$ cat src/verilog/autocorrPkg.sv
package autocorrPkg;

	localparam int DEFAULT_FRAME_LEN = 240;
	localparam int DEFAULT_ORDER = 10;

	// Sample address and lag index widths at the defaults
	localparam int DEFAULT_ADDR_W = $clog2(DEFAULT_FRAME_LEN);
	localparam int DEFAULT_INDEX_W = $clog2(DEFAULT_ORDER + 1);

	// Cycles one lane spends on its lags, fill and strobe included
	function automatic int laneCycles(int frameLen, int order, int firstLag);
		int total;
		total = 0;
		for (int lag = firstLag; lag <= order; lag += 2)
			total += frameLen - lag + 2;
		return total;
	endfunction

	// Busy window of a frame covers the slower lane, done pickup, normL and playback
	function automatic int frameCycles(int frameLen, int order);
		int evenCycles;
		int oddCycles;
		evenCycles = laneCycles(frameLen, order, 0);
		oddCycles = laneCycles(frameLen, order, 1);
		return ((evenCycles > oddCycles) ? evenCycles : oddCycles) + order + 4;
	endfunction

endpackage

$ cat src/verilog/basicOpPkg.sv
package basicOpPkg;

	typedef logic signed [15:0] word16_t;
	typedef logic signed [31:0] word32_t;

	localparam word32_t MAX_32 = 32'sh7fff_ffff;
	localparam word32_t MIN_32 = 32'sh8000_0000;

	// Doubled product of L_mult, which clamps only for -32768 squared
	function automatic word32_t lMult(word16_t a, word16_t b);
		word32_t product;
		product = a * b;
		if (product == 32'sh4000_0000)
			return MAX_32;
		return product <<< 1;
	endfunction

	// Unclamped sum of accumulator and doubled product
	function automatic logic signed [33:0] macSum(word32_t acc, word16_t a, word16_t b);
		logic signed [33:0] wideAcc;
		logic signed [33:0] wideProduct;
		wideAcc = acc;
		wideProduct = lMult(a, b);
		return wideAcc + wideProduct;
	endfunction

	function automatic word32_t lMac(word32_t acc, word16_t a, word16_t b);
		logic signed [33:0] sum;
		sum = macSum(acc, a, b);
		if (sum > MAX_32)
			return MAX_32;
		if (sum < MIN_32)
			return MIN_32;
		return sum[31:0];
	endfunction

	// A doubled product is even, so MAX_32 out of lMult means it clamped
	function automatic logic lMacSaturates(word32_t acc, word16_t a, word16_t b);
		logic signed [33:0] sum;
		sum = macSum(acc, a, b);
		return (lMult(a, b) == MAX_32) || (sum > MAX_32) || (sum < MIN_32);
	endfunction

	function automatic word32_t lShl(word32_t value, word16_t shift);
		word32_t result;
		result = value;
		// Negative count means arithmetic right shift
		if (shift <= 0)
			return value >>> (-shift);
		for (int i = 0; i < 32; i++)
		begin
			if (i < shift)
			begin
				if (result > 32'sh3fff_ffff)
					result = MAX_32;
				else if (result < 32'shc000_0000)
					result = MIN_32;
				else
					result = result <<< 1;
			end
		end
		return result;
	endfunction

	function automatic word16_t normL(word32_t value);
		word32_t magnitude;
		word16_t count;
		logic found;
		magnitude = value[31] ? ~value : value;
		count = 16'sd0;
		found = 1'b0;
		// Redundant sign bits below bit 31
		for (int i = 30; i >= 0; i--)
		begin
			if (!found)
			begin
				if (magnitude[i])
					found = 1'b1;
				else
					count = count + 16'sd1;
			end
		end
		return (value == 0) ? 16'sd0 : count;
	endfunction

endpackage

$ cat src/verilog/autocorrNormalizer.sv
module autocorrNormalizer #(
	parameter int ORDER = autocorrPkg::DEFAULT_ORDER
) (
	input logic clk,
	input logic reset,
	input logic start,
	input logic evenValid,
	input logic oddValid,
	input logic [$clog2(ORDER + 1) - 1:0] evenIndex,
	input logic [$clog2(ORDER + 1) - 1:0] oddIndex,
	input basicOpPkg::word32_t evenValue,
	input basicOpPkg::word32_t oddValue,
	input logic evenOverflow,
	input logic oddOverflow,
	input logic evenDone,
	input logic oddDone,
	output logic busy,
	output logic resultValid,
	output logic [$clog2(ORDER + 1) - 1:0] resultIndex,
	output basicOpPkg::word32_t resultData,
	output basicOpPkg::word16_t normShift,
	output logic overflow,
	output logic done
);

	localparam int INDEX_W = $clog2(ORDER + 1);

	typedef enum logic [1:0] {IDLE, COLLECT, PLAY, LAST} state_t;

	state_t state;
	logic evenSeen;
	logic oddSeen;
	logic bothDone;
	logic holdValid;
	logic [INDEX_W - 1:0] holdIndex;
	basicOpPkg::word32_t holdValue;
	logic writeEnable;
	logic [INDEX_W - 1:0] writeAddress;
	basicOpPkg::word32_t writeData;
	logic [INDEX_W - 1:0] playIndex;
	basicOpPkg::word32_t readData;
	basicOpPkg::word32_t r0;

	assign bothDone = evenSeen && oddSeen;

	//////////////////////////////
	// Lane merge
	//////////////////////////////
	// Even wins a collision, the odd value goes through the holding register
	always_comb
	begin
		writeEnable = evenValid || oddValid || holdValid;
		if (evenValid)
		begin
			writeAddress = evenIndex;
			writeData = evenValue;
		end
		else if (holdValid)
		begin
			writeAddress = holdIndex;
			writeData = holdValue;
		end
		else
		begin
			writeAddress = oddIndex;
			writeData = oddValue;
		end
	end

	scratchMemory #(
		.DEPTH(ORDER + 1),
		.payload_t(basicOpPkg::word32_t)
	) coefficients (
		.clk(clk),
		.writeEnable(writeEnable),
		.writeAddress(writeAddress),
		.writeData(writeData),
		.readAddressA(playIndex),
		.readDataA(readData),
		.readAddressB('0),
		.readDataB()
	);

	// Playback through the saturating shift
	assign resultData = basicOpPkg::lShl(readData, normShift);

	//////////////////////////////
	// Frame control
	//////////////////////////////
	always_ff @(posedge clk)
	begin
		if (reset)
		begin
			state <= IDLE;
			busy <= 1'b0;
			done <= 1'b0;
			resultValid <= 1'b0;
			overflow <= 1'b0;
			evenSeen <= 1'b0;
			oddSeen <= 1'b0;
			holdValid <= 1'b0;
		end
		else
		begin
			done <= (state == LAST);
			resultValid <= (state == PLAY);
			holdValid <= evenValid && oddValid;
			case (state)
				IDLE:
				begin
					if (start)
					begin
						state <= COLLECT;
						busy <= 1'b1;
						overflow <= 1'b0;
						evenSeen <= 1'b0;
						oddSeen <= 1'b0;
					end
				end
				COLLECT:
				begin
					overflow <= overflow || evenOverflow || oddOverflow;
					if (evenDone)
						evenSeen <= 1'b1;
					if (oddDone)
						oddSeen <= 1'b1;
					if (bothDone)
						state <= PLAY;
				end
				PLAY: if (playIndex == INDEX_W'(ORDER)) state <= LAST;
				LAST:
				begin
					state <= IDLE;
					busy <= 1'b0;
				end
				default: state <= IDLE;
			endcase
		end
	end

	// Coefficient bookkeeping
	always_ff @(posedge clk)
	begin
		if (evenValid && evenIndex == '0)
			r0 <= evenValue;
		if (evenValid && oddValid)
		begin
			holdIndex <= oddIndex;
			holdValue <= oddValue;
		end
		if (state == COLLECT && bothDone)
		begin
			normShift <= basicOpPkg::normL(r0);
			playIndex <= '0;
		end
		else if (state == PLAY)
			playIndex <= playIndex + 1'b1;
		resultIndex <= playIndex;
	end

endmodule

$ cat src/verilog/scratchMemory.sv
module scratchMemory #(
	parameter int DEPTH = 16,
	parameter type payload_t = logic [15:0]
) (
	input logic clk,
	input logic writeEnable,
	input logic [$clog2(DEPTH) - 1:0] writeAddress,
	input payload_t writeData,
	input logic [$clog2(DEPTH) - 1:0] readAddressA,
	output payload_t readDataA,
	input logic [$clog2(DEPTH) - 1:0] readAddressB,
	output payload_t readDataB
);

	payload_t storage [DEPTH];

	// Registered reads return old data on a same-address write
	always_ff @(posedge clk)
	begin
		if (writeEnable)
			storage[writeAddress] <= writeData;
		readDataA <= storage[readAddressA];
		readDataB <= storage[readAddressB];
	end

endmodule
$ cat config.mk
export PLATFORM = sky130hd
export DESIGN_NAME = autocorrNormalizer
export DESIGN_NICKNAME = d
export VERILOG_FILES = /design/src/verilog/autocorrPkg.sv /design/src/verilog/basicOpPkg.sv /design/src/verilog/autocorrNormalizer.sv /design/src/verilog/scratchMemory.sv
export SDC_FILE = /design/constraint.sdc
export NUM_CORES = 2
export LEC_CHECK = 0
export BUFFER_PORTS_ARGS = -buffer_cell sky130_fd_sc_hd__buf_2
export CORE_AREA = 2 2 333 335
export DETAILED_ROUTE_END_ITERATION = 6
export DIE_AREA = 0 0 335 337
export PLACE_DENSITY_LB_ADDON = 0.1
export SYNTH_ARGS = -nofsm -noshare
export SYNTH_HDL_FRONTEND = slang
export SYNTH_SLANG_ARGS = --single-unit
$ cat constraint.sdc
create_clock -name clk -period 42.6 [get_ports clk]
set_clock_uncertainty 0.15 [all_clocks]
set_input_delay 8.52 -clock clk [delete_from_list [all_inputs] [get_ports clk]]
set_output_delay 8.52 -clock clk [all_outputs]
set_load 0.01 [all_outputs]
==> results.cfg <==
[clocking]
htree_levels = 2
clock-sinks = 485
cts_tree = built
postCtsHoldBufs = 0
post_cts_buffers = 0
cts_root_buf = clkbuf_16
cts-resized-gates = 0
clk_latency_ps = 610
path_clk_slew_ps = 70
cts_buffers = 48
clk_path_buf_depth = 3

[timing]
fin_ws_ps = 15950
maxSlewViolCount = 0
min_period_over_period_pct = 62.57
hold_violations = 0
max_freq_ghz = 0.03752
worstMarginPinSlew_ps = 1159
relSlewSlack_pct = 21.92
rsz0062_at_grt = no
setup_viol = 0
period_needed_ps = 26650
setup-tns-final_ps = 0

[setup_path]
crit_type = reg2out
end_kind = output pin
crit_top_cell = o21ai_1
cp_slowest_stage_delay_ps = 880
cp_slowest_cell = nor3_1
critical_path_arrival_ps = 17980
path_max_fanout = 69
crit_required_ps = 33930
path_buf_inv = 5
crit_family = compound AO/OA/AOI/OAI gates
crit_path_start_kind = flip-flop

[pwr]
power.leakage_nw = 13.78
max-vdd-ir-drop_uv = 35.78
power_density_nw_per_um2 = 60.40

[synth]
synth.most_common_cell = edfxtp_1
yosysTopAreaCell = edfxtp_1
synth_enable_flop_cells = 436
synth_cell_type_count = 122
synth_adder_area_share_pct = 1.674
synth-xor-area-share_pct = 2.348
synth_area_sq_um = 38050
synth.avg_cell_area_sq_um = 9.043
synth_mux_area_share_pct = 9.414
synth_compound_area_share_pct = 30.18
synth_ff_type = edfxtp_1
synthCells = 4208
yosysWarnings = 0
synth_top_area_share_pct = 34.41
synth-simple-area-share_pct = 14.98
synth_top_family_by_area = compound AO/OA/AOI/OAI gates
synthTopCellsByCount = edfxtp_1, nand2_1, a21oi_1
async_flop_share_pct = 0
synth_top_cells_by_area = edfxtp_1, mux4_2, a21oi_1
ys_seq_elements = 485
seq_area_frac_synth_pct = 36.99

[run_status]
status = finished with violations
violations = DRC

[floorplan]
core_area_sq_um = 109600
ios = 137
fp.dieH_um = 337
start_util_pct = 34.72
num_rows = 122
die_width_um = 335
dieArea_sq_um = 112900

[final_layout]
insertedDiodeCount = 0
drive_gt1_share_pct = 15.32
syn_to_final_growth_pct = 9.529
multiInputGateArea_sq_um = 22500
nets = 4277
final-seq-area_sq_um = 14090
nFillCells = 11120

[routing]
first_pass_iters = 7
drt_iter0_drc = 3513
final_antenna_net_count = 0
routedWlPerCell_um = 24.33
wl_um = 136800
dr_total_vias = 34500
vias_per_cell = 6.135
drc = 8

[grt]
grt_first_pass_wirelength_um = 207900
antenna_found_initial = 2
grt_overflow = 0
grt_start_max_net_pins = 77
grt_usage_pct = 23.59
grt_pass1_vias = 32930

[place]
portBuffers = 136
dp_hpwl_um = 97450
pre_cts_slack_ps = 17040
gp_congestion = 0.9018

[run]
drv_cap = 0

[hold_path]
hold_class = reg2reg
-- sequential cells by signal (all words and copies together), names as in the netlist --
name	count
r0	32
evenSeen	1
holdValue	32
resultIndex	4
normShift	16
oddSeen	1
coefficients.storage	352
busy	1
state	2
done	1
holdValid	1
overflow	1
playIndex	4
coefficients.readDataA	32
holdIndex	4
resultValid	1
-- routing by layer --
layer  wire (um)  share of wire [%]  global-route usage, %  up-vias
met3        5812                4.2                  1.823      174
met1       59060                 43                  30.75    16990
met5           0                  0                      0        -
met2       67710                 49                  41.63     1050
met4        4223                3.1                  7.127        0
li1            -                  -                      -    16290
-- final cells by class --
class	count	share of cell area (%)
Sequential cell	485	33.81
Clock buffer	65	3.083
Inverter	63	0.5704
Clock inverter	24	0.6485
Timing Repair Buffer	246	3.615
Tap cell	1426	4.281
Multi-Input combinational cell	3314	53.99
-- path summary, 6_finish.rpt --
path | slack [ps] | endpoint | startpoint | cells after the start
setup / recovery | 15950 | resultData[11] | normShift[0]$_SDFFCE_PN0P_ | 48
hold / removal | 340 | busy$_SDFFE_PP0P_ | busy$_SDFFE_PP0P_ | 2
setup reg to reg | 24190 | normShift[8]$_SDFFCE_PN0P_ | r0[31]$_DFFE_PP_ | 71
hold reg to reg | 340 | busy$_SDFFE_PP0P_ | busy$_SDFFE_PP0P_ | 2
-- placed cells by master (no fill, tap or decap), drive strengths merged, types with 62 or more instances in the layout --
master	n
nand2	399
mux2i	62
inv	67
mux4	103
nand3	112
o21ai	415
a21oi	394
clkbuf	65
buf	246
a211oi	98
xnor2	66
o22ai	101
nor3	106
o211ai	72
nor2	380
edfxtp	436
-- power breakdown --
group / total [mW] / internal (mW) / leakage, nW / switching (mW)
registers: 0.643 / 0.561 / 4.42 / 0.0817
logic: 1.45 / 0.521 / 8.60 / 0.929
clock network: 0.425 / 0.239 / 0.757 / 0.186
-- worst reg2reg max path: cells and delay by family (launching register included) --
kind	cells	cell delay, ps
adders and majority gates	30	8750
AOI/OAI and AO/OA	3	290
buffers and inverters	4	660
and+or+nand+nor	10	1400
muxes	24	6570
DFF	1	320
-- stage by stage --
stage          utilization (%)  power (mW)  hold slack [ps]  area, sq um  cells
6_report                 38.03       2.517            344.7        41680   5623
2_1_floorplan                -       1.661            179.0        38070   4214
3_3_place_gp             36.61       2.085            314.0        40120   5534
3_5_place_dp             36.61       2.074            327.9        40120   5534
5_1_grt                  38.03       2.673            412.9        41680   5623
4_1_cts                  38.03       2.508            344.0        41680   5623
-- logic make-up after synthesis --
family,Yosys count
AND/OR/NAND/NOR,1247
other,1
AO/OA/AOI/OAI,1682
multiplexers,222
XOR/XNOR,102
buffers and inverters,415
adder cells (fa/ha/maj),54
flip-flops,485
Power figures use the tool's default switching activity.
